`src/logic/soc_bus_pkg.sv`:
```
//------------------------------------------------------------
// Bus widths, memory map regions and BRAM geometry
//------------------------------------------------------------
`default_nettype none

package soc_bus_pkg;

	// Bus widths
	localparam int ADR_W    = 32;
	localparam int DATA_W   = 32;
	localparam int SEL_W    = 4;
	localparam int REGION_W = 3;

	typedef logic [ADR_W-1:0]    adr_t;
	typedef logic [DATA_W-1:0]   data_t;
	typedef logic [SEL_W-1:0]    sel_t;
	typedef logic [REGION_W-1:0] region_t;

	// Region number sits in the top address bits
	localparam int REGION_LSB = ADR_W - REGION_W;

	// Populated regions
	localparam region_t REGION_BRAM = 3'd1; // 0x20000000
	localparam region_t REGION_CSR  = 3'd4; // 0x80000000

	// Answer for every region without a target
	localparam data_t DEFAULT_DATA = 32'habadface;

	// BRAM geometry, word index from address bits 11:2
	localparam int BRAM_WORDS   = 1024;
	localparam int BRAM_IDX_W   = 10;
	localparam int BRAM_IDX_LSB = 2;

	typedef logic [BRAM_IDX_W-1:0] bram_idx_t;

endpackage

`default_nettype wire

```
`src/logic/sys_bus_if.sv`:
```
//------------------------------------------------------------
// Internal Wishbone-style bus, master and slave views
//------------------------------------------------------------
`timescale 1ns/10ps
`default_nettype none

interface sys_bus_if;

	// Request, driven by the decode stage
	soc_bus_pkg::adr_t  adr;
	soc_bus_pkg::data_t dat_w;
	soc_bus_pkg::sel_t  sel;
	logic               we;
	// Held until ack
	logic               stb;

	// Response, driven by the target
	soc_bus_pkg::data_t dat_r;
	// One-cycle pulse
	logic               ack;

	modport master (output adr, dat_w, sel, we, stb, input dat_r, ack);
	modport slave (input adr, dat_w, sel, we, stb, output dat_r, ack);

endinterface

`default_nettype wire

```
`src/logic/bus_decode.sv`:
```
//------------------------------------------------------------
// Host port region decoder with default responder
//------------------------------------------------------------
`timescale 1ns/10ps
`default_nettype none

module bus_decode (
	input  wire                     sys_clk,
	input  wire                     arst_n_i,
	input  wire soc_bus_pkg::adr_t  host_adr_i,
	input  wire soc_bus_pkg::data_t host_dat_i,
	input  wire soc_bus_pkg::sel_t  host_sel_i,
	input  wire                     host_we_i,
	input  wire                     host_stb_i,
	output soc_bus_pkg::data_t      host_dat_o,
	output logic                    host_ack_o,
	sys_bus_if.master               bram_bus,
	sys_bus_if.master               csr_bus
);

	typedef enum logic [1:0] {IDLE, WAIT_TARGET, RESPOND} state_t;

	state_t               state;
	soc_bus_pkg::region_t region_q;
	soc_bus_pkg::region_t region_in;
	logic                 tgt_ack;
	soc_bus_pkg::data_t   tgt_dat;

	// Top address bits pick the region
	assign region_in = host_adr_i[soc_bus_pkg::REGION_LSB +: soc_bus_pkg::REGION_W];

	// Host holds the request stable, so only the strobes are steered
	assign bram_bus.adr   = host_adr_i;
	assign bram_bus.dat_w = host_dat_i;
	assign bram_bus.sel   = host_sel_i;
	assign bram_bus.we    = host_we_i;
	assign csr_bus.adr    = host_adr_i;
	assign csr_bus.dat_w  = host_dat_i;
	assign csr_bus.sel    = host_sel_i;
	assign csr_bus.we     = host_we_i;

	//------------------------------------------------------------
	// Response select
	//------------------------------------------------------------
	// Unpopulated regions answer right away
	always_comb begin
		case (region_q)
			soc_bus_pkg::REGION_BRAM: begin
				tgt_ack = bram_bus.ack;
				tgt_dat = bram_bus.dat_r;
			end
			soc_bus_pkg::REGION_CSR: begin
				tgt_ack = csr_bus.ack;
				tgt_dat = csr_bus.dat_r;
			end
			default: begin
				tgt_ack = 1'b1;
				tgt_dat = soc_bus_pkg::DEFAULT_DATA;
			end
		endcase
	end

	//------------------------------------------------------------
	// Transaction FSM
	//------------------------------------------------------------
	always_ff @(posedge sys_clk or negedge arst_n_i) begin
		if (!arst_n_i) begin
			state        <= IDLE;
			region_q     <= '0;
			bram_bus.stb <= 1'b0;
			csr_bus.stb  <= 1'b0;
			host_ack_o   <= 1'b0;
		end else begin
			case (state)
				IDLE: begin
					// Latch the region and strobe the matching target
					if (host_stb_i) begin
						state        <= WAIT_TARGET;
						region_q     <= region_in;
						bram_bus.stb <= (region_in == soc_bus_pkg::REGION_BRAM);
						csr_bus.stb  <= (region_in == soc_bus_pkg::REGION_CSR);
					end
				end
				WAIT_TARGET: begin
					if (tgt_ack) begin
						state        <= RESPOND;
						bram_bus.stb <= 1'b0;
						csr_bus.stb  <= 1'b0;
						host_ack_o   <= 1'b1;
					end
				end
				RESPOND: begin
					// Ack is a single pulse, then wait for the host to let go
					host_ack_o <= 1'b0;
					if (!host_stb_i)
						state <= IDLE;
				end
				default: state <= IDLE;
			endcase
		end
	end

	// Read data captured along with the ack
	always_ff @(posedge sys_clk) begin
		if (state == WAIT_TARGET && tgt_ack)
			host_dat_o <= tgt_dat;
	end

endmodule

`default_nettype wire

```
`src/flat_wrapper.sv`:
```
// flat-port wrapper written by rule: the top's interface ports become plain ports
module bus_decode_flat 
  (sys_clk, arst_n_i, host_adr_i, host_dat_i, host_sel_i, host_we_i, host_stb_i, host_dat_o, host_ack_o, bram_bus_adr, bram_bus_dat_w, bram_bus_sel, bram_bus_we, bram_bus_stb, bram_bus_dat_r, bram_bus_ack, csr_bus_adr, csr_bus_dat_w, csr_bus_sel, csr_bus_we, csr_bus_stb, csr_bus_dat_r, csr_bus_ack);
  sys_bus_if bram_bus_i ();
  sys_bus_if csr_bus_i ();
  input  wire sys_clk;
  input  wire arst_n_i;
  input  wire soc_bus_pkg::adr_t host_adr_i;
  input  wire soc_bus_pkg::data_t host_dat_i;
  input  wire soc_bus_pkg::sel_t host_sel_i;
  input  wire host_we_i;
  input  wire host_stb_i;
  output soc_bus_pkg::data_t host_dat_o;
  output logic host_ack_o;
  output wire logic [$bits(bram_bus_i.adr)-1:0] bram_bus_adr;
  output wire logic [$bits(bram_bus_i.dat_w)-1:0] bram_bus_dat_w;
  output wire logic [$bits(bram_bus_i.sel)-1:0] bram_bus_sel;
  output wire logic [$bits(bram_bus_i.we)-1:0] bram_bus_we;
  output wire logic [$bits(bram_bus_i.stb)-1:0] bram_bus_stb;
  input wire logic [$bits(bram_bus_i.dat_r)-1:0] bram_bus_dat_r;
  input wire logic [$bits(bram_bus_i.ack)-1:0] bram_bus_ack;
  output wire logic [$bits(csr_bus_i.adr)-1:0] csr_bus_adr;
  output wire logic [$bits(csr_bus_i.dat_w)-1:0] csr_bus_dat_w;
  output wire logic [$bits(csr_bus_i.sel)-1:0] csr_bus_sel;
  output wire logic [$bits(csr_bus_i.we)-1:0] csr_bus_we;
  output wire logic [$bits(csr_bus_i.stb)-1:0] csr_bus_stb;
  input wire logic [$bits(csr_bus_i.dat_r)-1:0] csr_bus_dat_r;
  input wire logic [$bits(csr_bus_i.ack)-1:0] csr_bus_ack;
  assign bram_bus_adr = bram_bus_i.adr;
  assign bram_bus_dat_w = bram_bus_i.dat_w;
  assign bram_bus_sel = bram_bus_i.sel;
  assign bram_bus_we = bram_bus_i.we;
  assign bram_bus_stb = bram_bus_i.stb;
  assign bram_bus_i.dat_r = bram_bus_dat_r;
  assign bram_bus_i.ack = bram_bus_ack;
  assign csr_bus_adr = csr_bus_i.adr;
  assign csr_bus_dat_w = csr_bus_i.dat_w;
  assign csr_bus_sel = csr_bus_i.sel;
  assign csr_bus_we = csr_bus_i.we;
  assign csr_bus_stb = csr_bus_i.stb;
  assign csr_bus_i.dat_r = csr_bus_dat_r;
  assign csr_bus_i.ack = csr_bus_ack;
  bus_decode u_core (.sys_clk(sys_clk), .arst_n_i(arst_n_i), .host_adr_i(host_adr_i), .host_dat_i(host_dat_i), .host_sel_i(host_sel_i), .host_we_i(host_we_i), .host_stb_i(host_stb_i), .host_dat_o(host_dat_o), .host_ack_o(host_ack_o), .bram_bus(bram_bus_i), .csr_bus(csr_bus_i));
endmodule
```
`config.mk`:
```
export PLATFORM = sky130hd
export DESIGN_NAME = bus_decode_flat
export DESIGN_NICKNAME = d
export VERILOG_FILES = /design/src/logic/soc_bus_pkg.sv /design/src/logic/sys_bus_if.sv /design/src/logic/bus_decode.sv /design/src/flat_wrapper.sv
export SDC_FILE = /design/constraint.sdc
export NUM_CORES = 1
export LEC_CHECK = 0
export ABC_AREA = 0
export CORE_AREA = 2 2 120 122
export CTS_CLUSTER_DIAMETER = 80
export DETAILED_ROUTE_END_ITERATION = 16
export DIE_AREA = 0 0 122 124
export DONT_BUFFER_PORTS = 1
export SLEW_MARGIN = 20
export SYNTH_ARGS = -nofsm -noshare
export SYNTH_HDL_FRONTEND = slang
export SYNTH_SLANG_ARGS = --single-unit
```
`constraint.sdc`:
```
create_clock -name sys_clk -period 3.4 [get_ports sys_clk]
set_input_delay 0.34 -clock sys_clk [delete_from_list [all_inputs] [get_ports sys_clk]]
set_output_delay 0.34 -clock sys_clk [all_outputs]
set_load 0.02 [all_outputs]
```
Word level (Yosys, flattened, before mapping)
Index checks and enable logic that the tools add are counted.

Equality and inequality tests: 9. Multiplexer cells: 13. Reduce and logical (&&, ||, !) cells: 8.

Operators by type and width (number): one-hot mux 32 bit (2 select lines) (1); one-hot mux 1 bit (2 select lines) (4); == test 3 x 1 -> 1 bit, second input constant (2); == test 3 bit, second input constant (2); two-way mux 2 bit (3); one-hot mux 2 bit (3 select lines) (1); AND reduction 3 bit (2); two-way mux 1 bit (4); != test 2 bit, second input constant (2); AND reduction 2 bit (2); nonzero test 2 bit (2); == test 2 x 1 -> 1 bit, second input constant (1); == test 2 bit, second input constant (1); zero test 2 bit (1); != test 2 x 1 -> 1 bit, second input constant (1); logical AND 1 bit (1).

Flip-flop bits (word level): 40. Input port bits: 138. Output and inout bits: 173. Logic and storage cells: 36.

Longest topological paths before layout
Gate-level depths: netlist of run 1.

Word-level depth: 4. Depth in mapped cells: 4. Depth with buffers taken out: 3.

Least setup slack after synthesis of run 1
OpenSTA, ideal clock, no wires.

Path type: register to register. From: register u_core.region_q[0]. To: register u_core.host_dat_o[0], enable pin. Setup time: 0.421 ns. Arrival time: 2.273 ns. Required time: 2.979 ns. Path slack: 0.706 ns. Cell stages (with the launch flop): 4. Buffers on the path: 0. Clock period less this slack: 2.694 ns. Path through: dfrtp_1 > nor4b_1 > or2_2 > nor2_1.

Word-level cells in the longest chain between the ends: 3. Elaborated cells between the ends (all ways): 4. Classes of those cells: 2 x eq/ne; 1 x mux; 1 x reduce/logical.

RTL lines: start: declaration (line bus_decode.sv:24) `soc_bus_pkg::region_t region_q;`; start signal: assignment (line bus_decode.sv:79) `region_q <= region_in;`; == test 3 bit / == test 3 x 1 -> 1 bit (equally long branches) (line bus_decode.sv:47) `case (region_q)`; one-hot mux 1 bit (2 select lines) * (line bus_decode.sv:47); logical AND 1 bit * (line bus_decode.sv:105) `if (state == WAIT_TARGET && tgt_ack)`; end signal: assignment (line bus_decode.sv:106) `host_dat_o <= tgt_dat;`; end: declaration (line bus_decode.sv:15) `output soc_bus_pkg::data_t host_dat_o,`.

Mark *: on every way between the ends. The rest lies on a longest branch, timed or not. A chain may end at the register's enable or synchronous reset.

Worst setup path after layout of run 1
From: register u_core.region_q[0]. To: register u_core.host_dat_o[23], enable pin.

Same word-level chain as after synthesis.

==> run summary, run 1 <==
The clock net in this run drives a total of 40 sinks. The number of buffers created by CTS is 5. After clock tree synthesis, the setup repair step added 0 buffers. The leading area contributor after synthesis is sky130_fd_sc_hd__buf_4.

The number of vias in the routed layout came out at 1305. The number of enable-type register cells in the synthesized netlist came out at 32. The wire-length estimate of the detail-placed layout is 6.66 mm. The max-slew violation count was 0. The synthesized area divided by synthesized cell count is 10.6 sq um.

Of all flip-flops after synthesis, the portion carrying an async set or reset was 0.200. The total negative slack for setup checks is 0 ps. The number of cells on the worst reg-to-reg path is 3. The setup slack of the most critical reg-to-reg path came out at 1340 ps. The worst register-to-register path begins at u_core.region_q[0]$_DFFE_PN0P_.

sky130_fd_sc_hd__buf_4 is the most common cell in the netlist. The data arrival at the endpoint of the critical path came out at 1960 ps. The total leakage power came out at 0.609 nW. The non-filler instance count after layout is 310. After synthesis the netlist holds a flip-flop and latch count of 40. The die covers 15100 sq um. The count of yosys warnings during synthesis is 0.

The register area share after synthesis came out at 0.410. In the final routed layout, each cell accounts on average for 25.3 um. The layout net count is 268.

For this configuration, the core starts out at a cell density of 0.207. 311 I/O pins were placed. The weighted congestion at the end of routability-driven global placement came out at 0.694. The simple-gate share of the synthesized area came out at 0.0380. The root buffer selected by CTS is sky130_fd_sc_hd__clkbuf_16. The via count of the first global-routing pass was 1232. The fmax came out at 486 MHz. The number of nets handed over by synthesis was 406. For this run, design rule violations remaining after detail routing come to 0. The run finished with clean final reports. The worst-path maximum fanout came out at 32. The later pin in the worst-skew pair is clocked with a latency of 270 ps.

The H-tree was split into 2 levels. The number of nets still failing antenna checks after routing is 0. The CTS tree is built. The data required time of the critical path came out at 3300 ps.

In the finished design, the share of the clock period the worst path needs comes to 0.606. The maximum count of clock buffers along a single path is 2. The setup path with the least slack is of type reg2reg. The pre-CTS worst setup slack is 1320 ps.

The relative area change from synthesis to final layout came out at -25.4%. The number of iterations in the first detailed-routing pass is 4. Power spread over the standard cell area amounts to 967 nW/um^2.

The post-synthesis cell type count came out at 22. The post-synthesis share of cell area spent on xor and xnor gates is 0. The top-area cell type share of the netlist area is 0.374. The die outline width is 122 um. The clock transition at the register clock pins on the worst setup and hold paths after CTS came out at 50 ps. The initialized floorplan defines 43 standard-cell rows. The violation count after the first detailed-routing iteration came out at 66. The reported max-cap violation count is 0. The clock skew after layout came out at 2.63 ps. The global route total overflow is 0.

The global-route wire length before repair is 9.49 mm. The setup violation total in the final timing report came out at 0. In this run the most critical hold path is launched from host_adr_i[29]. The number of stages on the worst hold path came out at 1. Entering global routing, the biggest net connects 54 pins. The worst setup path is launched from a flip-flop. The area of the mapped netlist is 2830 sq um. The final wirelength is 7.84 mm. Setup slack closes at 1340 ps. The overall die height came out at 124 um. The initial antenna violation count was 0. The fraction of layout instances using a drive strength above 1 came out at 0.123. The worst pin sits at a relative slew slack of 0.413. The total routing resource utilization after global routing is 0.0915.

The hold slack came out at 218 ps. Ranked by instance count, the synthesized netlist is headed by 141 x sky130_fd_sc_hd__buf_4, 32 x sky130_fd_sc_hd__edfxtp_1, 23 x sky130_fd_sc_hd__o21ai_0, 22 x sky130_fd_sc_hd__a22oi_1, 11 x sky130_fd_sc_hd__a22o_1. The worst hold path belongs to the class in2reg. The gate count after technology mapping is 268. The total inserted antenna cells came out at 0. Setup repair after global routing left no endpoint under its margin. The worst ir drop on vdd is 0.000350 V. The per-cell via count in the routed design came out at 4.21.

For this run, the leading register cell type out of synthesis is sky130_fd_sc_hd__edfxtp_1. After synthesis, the cell types taking the most area are sky130_fd_sc_hd__buf_4 37%, sky130_fd_sc_hd__edfxtp_1 34%, sky130_fd_sc_hd__dfrtp_1 7.1%. The capture endpoint of the worst hold path is u_core.region_q[0]$_DFFE_PN0P_. The area inside the core boundary is 13700 sq um. The worst setup path is captured at a flip-flop.

The dominant combinational cell family by area after synthesis is buffers and inverters. The number of placed instances, taps included, is 302. The slew at the pin with the worst max-slew slack came out at 878 ps. The synthesized-area fraction occupied by adder cells is 0. The compound-cell area share of the yosys netlist came out at 0.147. The total design power is 2.04 mW. The multiplexer share of the synthesized area is 0.0119. Input and output buffers added on the ports amount to 0. In this run the critical register-to-register path is captured at u_core.host_dat_o[23]$_DFFE_PP_. The final count of hold timing violations is 0. The shortest period the worst path allows is 2060 ps.
placed cells by master, fill, tap and decap left out, drive strengths merged:
| master | n |
|---|---|
| edfxtp | 32 |
| o21ai | 25 |
| a22oi | 22 |
| a22o | 11 |
| dfrtp | 8 |
| clkbuf | 6 |
| nand2 | 4 |
| nor3b | 4 |
| mux2 | 3 |
| nor2 | 3 |
| nor4b | 2 |
| o21bai | 2 |
| buf | 2 |
| or2 | 1 |
| inv | 1 |
| a32oi | 1 |
| o22ai | 1 |
| clkinv | 1 |
| dlygate4sd3 | 1 |
area by class of cell:
class | instances | area (sq um)
fillers | 1521 | 11600
well taps | 180 | 225
flip-flops and latches | 40 | 1160
clock buffers | 6 | 129
repair buffers | 3 | 25.0
clock inverters | 1 | 5.00
multi-input cells | 79 | 566
inverters | 1 | 3.75
critical path, cell delays in order (launching register included):
cell and delay (ps):
sky130_fd_sc_hd__dfrtp_1 430, sky130_fd_sc_hd__nor4b_1 180, sky130_fd_sc_hd__or2_2 360, sky130_fd_sc_hd__nor2_4 700
layer usage:
metal	GRT usage	routed length, um	share of wire
met1	0.0586	1890	0.24
met2	0.156	3860	0.49
met3	0.0957	1880	0.24
met4	0.0510	225	0.029
met5	0.0174	0	0
kinds of logic (layout without fill, tap and decap cells):
logic type / count (synthesis) / in the layout
buffers and inverters: 149 / 11
AOI/OAI and AO/OA: 62 / 62
DFF: 40 / 40
and+or+nand+nor: 14 / 14
muxes: 3 / 3
what timing repair did:
| item | 4_1_cts | 5_1_grt |
|---|---|---|
| hold buffers | 1 | 0 |
| hold endpoints to repair | 8 | 0 |
| gates resized for setup | 0 | 0 |
worst max path at each step:
| stage | to | slack (ps) | startpoint |
|---|---|---|---|
| detailed placement | u_core.host_dat_o[4]$_DFFE_PP_ | 1320 | u_core.region_q[0]$_DFFE_PN0P_ |
| global route | u_core.host_dat_o[23]$_DFFE_PP_ | 1200 | u_core.region_q[0]$_DFFE_PN0P_ |
| floorplan | u_core.host_dat_o[0]$_DFFE_PP_ | 710 | u_core.region_q[0]$_DFFE_PN0P_ |
| CTS | u_core.host_dat_o[22]$_DFFE_PP_ | 1310 | u_core.region_q[0]$_DFFE_PN0P_ |
| global placement | u_core.host_dat_o[20]$_DFFE_PP_ | 1370 | u_core.region_q[0]$_DFFE_PN0P_ |
| finish | u_core.host_dat_o[23]$_DFFE_PP_ | 1340 | u_core.region_q[0]$_DFFE_PN0P_ |
state kept, by name (all words and copies together) (netlist names):
signal,cells
u_core.bram_bus.stb,1
u_core.region_q,3
u_core.host_dat_o,32
u_core.csr_bus.stb,1
u_core.host_ack_o,1
u_core.state,2
per-stage QoR:
stage | util | instance area [sq um]
3_5_place_dp | 0.144 | 1970
2_1_floorplan | - | 2830
3_3_place_gp | 0.144 | 1970
4_1_cts | 0.154 | 2110
5_1_grt | 0.154 | 2110
6_report | 0.154 | 2110
where the power goes:
group	switching (mW)	internal, mW	leakage (nW)
sequential	0.274	0.811	0.386
combinational	0.333	0.199	0.157
clock	0.161	0.266	0.0667
Note: power is estimated with default switching activity, not from simulation.
==> inputs of run 2 (changes only) <==
--- a/config.mk
+++ b/config.mk
@@ -5,11 +5,11 @@
 export SDC_FILE = /design/constraint.sdc
 export NUM_CORES = 1
 export LEC_CHECK = 0
-export ABC_AREA = 0
-export CORE_AREA = 2 2 120 122
+export ABC_AREA = 1
+export CORE_AREA = 2 2 119 121
 export CTS_CLUSTER_DIAMETER = 80
 export DETAILED_ROUTE_END_ITERATION = 16
-export DIE_AREA = 0 0 122 124
+export DIE_AREA = 0 0 121 123
 export DONT_BUFFER_PORTS = 1
 export SLEW_MARGIN = 20
 export SYNTH_ARGS = -nofsm -noshare
==> constraint.sdc (replaced) <==
create_clock -name sys_clk -period 1.94 [get_ports sys_clk]
set_input_delay 0.194 -clock sys_clk [delete_from_list [all_inputs] [get_ports sys_clk]]
set_output_delay 0.194 -clock sys_clk [all_outputs]
set_load 0.02 [all_outputs]
==> run summary, run 2 <==
The design internal power was 2.26 mW (was 1.28 mW). The remaining routing DRC violations came out at 0 (unchanged). The switching power as a share of total power is 0.364 (was 0.376). The worst-path maximum fanout came to 32 (unchanged). The non-filler instance count after layout is 345 (was 310).

The die outline width is 121 um (was 122 um). Top cells by instance count after synthesis: 143 x sky130_fd_sc_hd__buf_4, 50 x sky130_fd_sc_hd__nand2_1, 32 x sky130_fd_sc_hd__edfxtp_1, 26 x sky130_fd_sc_hd__nand3_1, 11 x sky130_fd_sc_hd__a22o_1 (was 141 x sky130_fd_sc_hd__buf_4, 32 x sky130_fd_sc_hd__edfxtp_1, 23 x sky130_fd_sc_hd__o21ai_0, 22 x sky130_fd_sc_hd__a22oi_1, 11 x sky130_fd_sc_hd__a22o_1). The data required time of the critical path came out at 1970 ps (was 3300 ps). The setup slack of the critical path after layout is 308 ps (was 1340 ps).

The synthesized netlist net count is 438 (was 406). The slew at the pin with the worst max-slew slack is 547 ps (was 878 ps). The flip-flop cell with the highest count after synthesis was sky130_fd_sc_hd__edfxtp_1 (unchanged). The maximum count of clock buffers along a single path came out at 2 (unchanged). The register area share after synthesis came out at 0.411 (was 0.410). The final cell utilization of the core is 0.159 (was 0.154). The worst slew margin relative to its limit is 0.635 (was 0.413).

The clock transition at the register clock pins on the worst setup and hold paths after CTS was 50 ps (about the same). The count of pins on the block boundary is 311 (unchanged). The H-tree depth reported by CTS was 2 (unchanged). The placement-stage cell area is 1990 sq um (was 1970 sq um).

The share of flip-flops with an asynchronous set or reset after synthesis is 0.200 (unchanged). The root buffer selected by CTS is sky130_fd_sc_hd__clkbuf_16 (unchanged). Biggest registers after layout: u_core.host_dat_o (32), u_core.region_q (3), u_core.state (2) (unchanged). The relative contribution of the clock network to total power is 0.251 (was 0.209). The clock latency reported for the late side of the worst-skew pair came to 280 ps (was 270 ps). The dominant cell by count in the synthesized netlist is sky130_fd_sc_hd__buf_4 (unchanged). The class of the tightest hold or removal check is in2reg (unchanged). The reported net switching power is 1.30 mW (was 0.769 mW). The total negative slack for setup checks came to 0 ps (unchanged). The ratio of final minimum period to clock period came out at 0.841 (was 0.606). The area inside the core boundary came out at 13600 sq um (was 13700 sq um). The count of yosys warnings during synthesis came out at 0 (unchanged). The layout net count is 302 (was 268). The kind of critical path is reg2reg (unchanged).

The final routed wire length divided by cell count is 24.9 um (was 25.3 um). The number of nets still failing antenna checks after routing is 0 (unchanged). The hold slack came out at 66.8 ps (was 218 ps). The setup violation total in the final timing report came out at 0 (unchanged). The total inserted antenna cells was 0 (unchanged). The reported max-cap violation count came out at 0 (unchanged).

The via count of the first global-routing pass is 1353 (was 1232). The violation count after the first detailed-routing iteration is 46 (was 66). The effective utilization at floorplan is 0.208 (was 0.207). The count of instances resized after the clock tree is built came out at 0 (unchanged). The global-route wire length before repair came out at 10.6 mm (was 9.49 mm).

The post-route cell area is 2160 sq um (was 2110 sq um). The overall die height was 123 um (was 124 um). The number of iterations in the first detailed-routing pass is 6 (was 4).

The fmax was 613 MHz (was 486 MHz). The combinational share of power is 0.244 (was 0.261). The number of cell rows came out at 43 (unchanged).

The number of buffers created by CTS was 5 (unchanged). The TritonCTS sink count came out at 40 (unchanged). The sequential share of power came out at 0.505 (was 0.531).

The weighted congestion at the end of routability-driven global placement came out at 0.722 (was 0.694). The total leakage power is 0.688 nW (was 0.609 nW). The total routing resource utilization after global routing was 0.106 (was 0.0915). The most common cell after layout, fill and taps aside is sky130_fd_sc_hd__nand2_1 (was sky130_fd_sc_hd__edfxtp_1). The fraction of layout instances using a drive strength above 1 was 0.0970 (was 0.123).

The total design power came out at 3.56 mW (was 2.04 mW). The max-slew violation count came out at 0 (unchanged). Leading cell types by total area after synthesis: sky130_fd_sc_hd__buf_4 38%, sky130_fd_sc_hd__edfxtp_1 34%, sky130_fd_sc_hd__dfrtp_1 7.1% (was sky130_fd_sc_hd__buf_4 37%, sky130_fd_sc_hd__edfxtp_1 34%, sky130_fd_sc_hd__dfrtp_1 7.1%). The clock skew after layout came out at 3.36 ps (was 2.63 ps).

The CTS tree is built (unchanged). The worst ir drop on vdd is 0.000370 V (was 0.000350 V). The pre-CTS worst setup slack came to 277 ps (was 1320 ps). The number of register bits inferred by synthesis is 40 (unchanged). Commonest cells after routing, fill and taps aside: 50 x sky130_fd_sc_hd__nand2_1, 32 x sky130_fd_sc_hd__edfxtp_1, 26 x sky130_fd_sc_hd__nand3_1, 11 x sky130_fd_sc_hd__a22o_1, 9 x sky130_fd_sc_hd__inv_1 (was 32 x sky130_fd_sc_hd__edfxtp_1, 23 x sky130_fd_sc_hd__o21ai_0, 22 x sky130_fd_sc_hd__a22oi_1, 11 x sky130_fd_sc_hd__a22o_1, 8 x sky130_fd_sc_hd__dfrtp_1). The number of filler cells placed in the layout is 1533 (was 1521). The number of enable-type register cells in the synthesized netlist came to 32 (unchanged). The register with the highest flop count is u_core.host_dat_o (unchanged). The leading area contributor after synthesis is sky130_fd_sc_hd__buf_4 (unchanged).

The storage element area is 1160 sq um (unchanged). The power density relative to cell area came out at 1650 nW/um^2 (was 967 nW/um^2). The kind of launch point of the worst setup path is a flip-flop (unchanged). The top-area cell type share of the netlist area is 0.380 (was 0.374).

The sort of element at the end of the critical path was a flip-flop (unchanged). The area of the mapped netlist came out at 2830 sq um (about the same). The synthesized area divided by synthesized cell count came out at 9.43 sq um (was 10.6 sq um). The area of the die came out at 14900 sq um (was 15100 sq um).

The total instance count after detailed placement is 336 (was 302). The pin count of the biggest net entering global routing came out at 33 (was 54). The number of vias in the routed layout was 1389 (was 1305).

The final wirelength is 8.60 mm (was 7.84 mm). The HPWL after detailed placement came out at 7.47 mm (was 6.66 mm). The initial antenna violation count is 0 (unchanged).

The relative area change from synthesis to final layout is -23.7% (was -25.4%). The per-cell via count in the routed design is 4.03 (was 4.21). The final count of hold timing violations came to 0 (unchanged). RSZ-0062 raised after global routing: false (unchanged).

The number of flip-flops under the largest register name is 32 (unchanged). The number of input and output port buffers inserted is 0 (unchanged). Run status: completed (unchanged).

The shortest period the worst path allows is 1630 ps (was 2060 ps). The gate count after technology mapping is 300 (was 268). The area taken by multi-input logic gates came out at 534 sq um (was 566 sq um). The data arrival at the endpoint of the critical path came out at 1660 ps (was 1960 ps). The post-synthesis cell type count came out at 20 (was 22). The global route total overflow came out at 0 (unchanged).
==> run 2: cell count changes after synthesis, sizes merged, moves of 4 or more <==
cell   change
a22oi     -22
inv        +9
nand2     +50
nor3b      -4
o21ai     -21
nand3     +28
==> run 2: logic make-up after synthesis <==
| logic type | Yosys count | synth area share |
|---|---|---|
| buf+inv | 156 | 0.400 |
| simple gates | 88 | 0.146 |
| flops | 40 | 0.411 |
| compound gates | 16 | 0.0429 |
==> run 2: worst max-delay path, cell delays in order, from the launching register on <==
cell and delay (ps):
sky130_fd_sc_hd__dfrtp_1 420, sky130_fd_sc_hd__nor2_2 160, sky130_fd_sc_hd__nand2_2 90, sky130_fd_sc_hd__nand2_4 230
sky130_fd_sc_hd__nand3_4 110, sky130_fd_sc_hd__nand2_4 100, sky130_fd_sc_hd__inv_1 70, sky130_fd_sc_hd__buf_12 170
==> run 2: area by class of cell <==
type	instances	area share
clock buffers	5	0.0580
repair buffers	3	0.0174
multi-input cells	104	0.248
well taps	180	0.104
flip-flops and latches	40	0.538
clock inverters	3	0.0174
inverters	10	0.0174
==> run 2: power by group through the flow <==
stage | Clock (mW) | Sequential, mW | Combinational, mW
6_report | 0.893 | 1.80 | 0.870
3_3_place_gp | 0 | 1.81 | 0.853
3_5_place_dp | 0 | 1.82 | 0.903
5_1_grt | 0.963 | 1.83 | 0.996
4_1_cts | 0.921 | 1.81 | 0.910
2_1_floorplan | 0 | 1.78 | 1.12
==> run 2: path summary, 6_finish.rpt <==
path	from	to	slack [ps]	depth (start not counted)
min in group asynchronous	arst_n_i	u_core.csr_bus.stb$_DFFE_PN0P_	270	1
hold reg to reg	u_core.state[0]$_DFFE_PN0P_	u_core.host_ack_o$_DFFE_PN0P_	530	2
hold / removal	host_stb_i	u_core.state[1]$_DFFE_PN0P_	70	2
max in group asynchronous	arst_n_i	u_core.region_q[1]$_DFFE_PN0P_	1410	1
setup reg to reg	u_core.region_q[0]$_DFFE_PN0P_	u_core.host_dat_o[19]$_DFFE_PP_	310	7
setup / recovery	u_core.region_q[0]$_DFFE_PN0P_	u_core.host_dat_o[19]$_DFFE_PP_	310	7
==> run 2: timing repair <==
action,4_1_cts,5_1_grt
hold buffers,1,0
setup buffers,0,0
hold endpoints to repair,8,0
==> run 2: metal layers <==
layer  global-route usage  up-vias  wire [um]
met4               0.0451        0        182
met3                0.140       23       2480
met5               0.0278        -          0
met2                0.176      231       4140
li1                     -      564          -
met1               0.0588      571       1790
==> inputs of run 3 (changes only) <==
==> constraint.sdc (replaced) <==
create_clock -name sys_clk -period 1.35 [get_ports sys_clk]
set_input_delay 0.135 -clock sys_clk [delete_from_list [all_inputs] [get_ports sys_clk]]
set_output_delay 0.135 -clock sys_clk [all_outputs]
set_load 0.02 [all_outputs]
==> run summary, run 3 (synthesis results as in run 2) <==
Run status: finished, violations left (was completed). The final reports fail on setup timing. The overall die height came to 123 um (unchanged). The data arrival at the endpoint of the critical path came out at 1420 ps (was 1660 ps).

The met3 demand-to-capacity share in global routing came out at 0.112 (was 0.140). The max-slew violation count is 0 (unchanged). The post-route cell area is 2480 sq um (was 2160 sq um). Commonest cells after routing, fill and taps aside: 46 x sky130_fd_sc_hd__nand2_1, 32 x sky130_fd_sc_hd__edfxtp_1, 20 x sky130_fd_sc_hd__nand3_1, 11 x sky130_fd_sc_hd__a22o_1, 9 x sky130_fd_sc_hd__clkbuf_16 (was 50 x sky130_fd_sc_hd__nand2_1, 32 x sky130_fd_sc_hd__edfxtp_1, 26 x sky130_fd_sc_hd__nand3_1, 11 x sky130_fd_sc_hd__a22o_1, 9 x sky130_fd_sc_hd__inv_1). The CTS tree is built (unchanged). The initial antenna violation count is 0 (unchanged). The fmax is 694 MHz (was 613 MHz).

The final wirelength is 8.74 mm (was 8.60 mm). The worst-path maximum fanout is 32 (unchanged). The number of nets still failing antenna checks after routing is 0 (unchanged).

The origin of the worst min-delay path is host_adr_i[30] (was host_stb_i). The setup slack of the critical path after layout came out at -91.9 ps (was 308 ps). The met1 track utilization from global routing came to 0.0534 (was 0.0588).

The H-tree depth reported by CTS came out at 2 (unchanged). The area inside the core boundary came out at 13600 sq um (unchanged). The clock transition at the register clock pins on the worst setup and hold paths after CTS is 60 ps (was 50 ps). The most congested layer reported by global routing is met2 (unchanged). The sort of element at the end of the critical path is a flip-flop (unchanged). The number of iterations in the first detailed-routing pass is 4 (was 6). The layout net count is 318 (was 302).

The clock skew after layout came to 5.28 ps (was 3.36 ps). The shortest period the worst path allows came out at 1440 ps (was 1630 ps). The root buffer selected by CTS is sky130_fd_sc_hd__clkbuf_16 (unchanged). The register with the highest flop count is u_core.host_dat_o (unchanged). The number of buffers created by CTS was 5 (unchanged). The number of vias in the routed layout came to 1502 (was 1389). Biggest registers after layout: u_core.host_dat_o (32), u_core.region_q (3), u_core.state (2) (unchanged).

The remaining routing DRC violations is 0 (unchanged). The global-route wire length before repair came out at 9.82 mm (was 10.6 mm). The worst ir drop on vdd came to 0.000527 V (was 0.000370 V). The relative area change from synthesis to final layout came to -12.3% (was -23.7%).

The class of the tightest hold or removal check is in2reg (unchanged). The maximum count of clock buffers along a single path is 2 (unchanged). The start point of the critical path is u_core.region_q[0]$_DFFE_PN0P_ (unchanged). The pin count of the biggest net entering global routing is 33 (unchanged). The reported max-cap violation count came out at 0 (unchanged).

The violation count after the first detailed-routing iteration is 44 (was 46). The total instance count after detailed placement came to 342 (was 336). The per-cell via count in the routed design is 4.16 (was 4.03).

The worst slew margin relative to its limit is 0.729 (was 0.635). The number of filler cells placed in the layout came out at 1480 (was 1533). The met2 routing resource usage after global routing is 0.157 (was 0.176). The final count of hold timing violations is 0 (unchanged). The number of input and output port buffers inserted came out at 0 (unchanged). The power density relative to cell area is 2420 nW/um^2 (was 1650 nW/um^2). The effective utilization at floorplan came to 0.208 (unchanged). The most common cell after layout, fill and taps aside is sky130_fd_sc_hd__nand2_1 (unchanged). The count of pins on the block boundary came out at 311 (unchanged). The fraction of layout instances using a drive strength above 1 came out at 0.243 (was 0.0970).

The non-filler instance count after layout came out at 361 (was 345). RSZ-0062 raised after global routing: true (was false). The pre-CTS worst setup slack came out at -107 ps (was 277 ps). The TritonCTS sink count is 40 (unchanged).

The total leakage power came out at 0.809 nW (was 0.688 nW). The data required time of the critical path is 1330 ps (was 1970 ps). The kind of critical path was reg2reg (unchanged).

The total inserted antenna cells is 0 (unchanged). The die outline width came out at 121 um (unchanged). The via count of the first global-routing pass came out at 1361 (was 1353). The area of the die came out at 14900 sq um (unchanged). The setup violation total in the final timing report came out at 62 (was 0). The ratio of final minimum period to clock period is 1.07 (was 0.841). The weighted congestion at the end of routability-driven global placement is 0.722 (about the same). The startpoint of the worst-slack reg-to-reg timing path is u_core.region_q[0]$_DFFE_PN0P_ (unchanged). The placement-stage cell area was 2070 sq um (was 1990 sq um).

The kind of launch point of the worst setup path is a flip-flop (unchanged). The number of flip-flops under the largest register name is 32 (unchanged). The total routing resource utilization after global routing came out at 0.0952 (was 0.106). The HPWL after detailed placement is 6.71 mm (was 7.47 mm). The total design power is 6.02 mW (was 3.56 mW).

The final routed wire length divided by cell count is 24.2 um (was 24.9 um). The number of cell rows is 43 (unchanged). The clock latency reported for the late side of the worst-skew pair is 280 ps (about the same). The global route total overflow came out at 0 (unchanged). The slew at the pin with the worst max-slew slack is 406 ps (was 547 ps).
==> run 3: final timing paths <==
check                                                       to  cells after the start  slack, ps
worst max-delay path            u_core.host_dat_o[4]$_DFFE_PP_                      6        -90
min in group asynchronous        u_core.host_ack_o$_DFFE_PN0P_                      1        190
worst min register to register     u_core.state[1]$_DFFE_PN0P_                      2        550
worst max register to register  u_core.host_dat_o[4]$_DFFE_PP_                      6        -90
worst min-delay path            u_core.csr_bus.stb$_DFFE_PN0P_                      3         20
max in group asynchronous       u_core.region_q[0]$_DFFE_PN0P_                      1        910
==> run 3: per-stage QoR <==
stage	utilization	hold WS (ps)	setup TNS, ps
2_1_floorplan	-	-161	-9890
3_3_place_gp	0.152	-160	-1510
3_5_place_dp	0.152	-160	-3270
4_1_cts	0.167	0.0475	-2680
5_1_grt	0.182	33.1	-6980
6_report	0.182	19.6	-3340
==> run 3: cell type report <==
class | count | area, sq um | area share
inverters | 10 | 46.3 | 0.0187
well taps | 180 | 225 | 0.0908
repair buffers | 19 | 287 | 0.115
clock inverters | 3 | 42.5 | 0.0171
multi-input cells | 104 | 594 | 0.240
flip-flops and latches | 40 | 1160 | 0.468
clock buffers | 5 | 125 | 0.0504
==> run 3: worst max-delay path, cell delays in order (launching register included) <==
cell and delay, ps:
sky130_fd_sc_hd__dfrtp_1 420, sky130_fd_sc_hd__nor2_2 150, sky130_fd_sc_hd__nand3_2 110, sky130_fd_sc_hd__nand3_4 110, sky130_fd_sc_hd__nand2_4 50, sky130_fd_sc_hd__clkinvlp_4 80, sky130_fd_sc_hd__buf_12 190
==> run 3: timing repair <==
action / CTS / global route
endpoints found under the hold margin: 9 / 0
hold buffers: 2 / 0
pin swaps: 0 / 4
buffers inserted: 0 / 3
setup endpoints to repair: 35 / 66
cloned: 0 / 6
gates resized for setup: 2 / 16
==> run 3: layer usage <==
metal	wire, um	vias to the layer above
met1	1980	657
met2	4330	211
met4	358	2
met5	39	-
li1	-	597
met3	2030	35
==> run 3: power by group <==
part	total, mW	switching [mW]	internal (mW)	leakage [nW]
Combinational	2.10	1.14	0.962	0.350
Sequential	2.59	0.598	1.99	0.380
Clock	1.33	0.465	0.867	0.0798
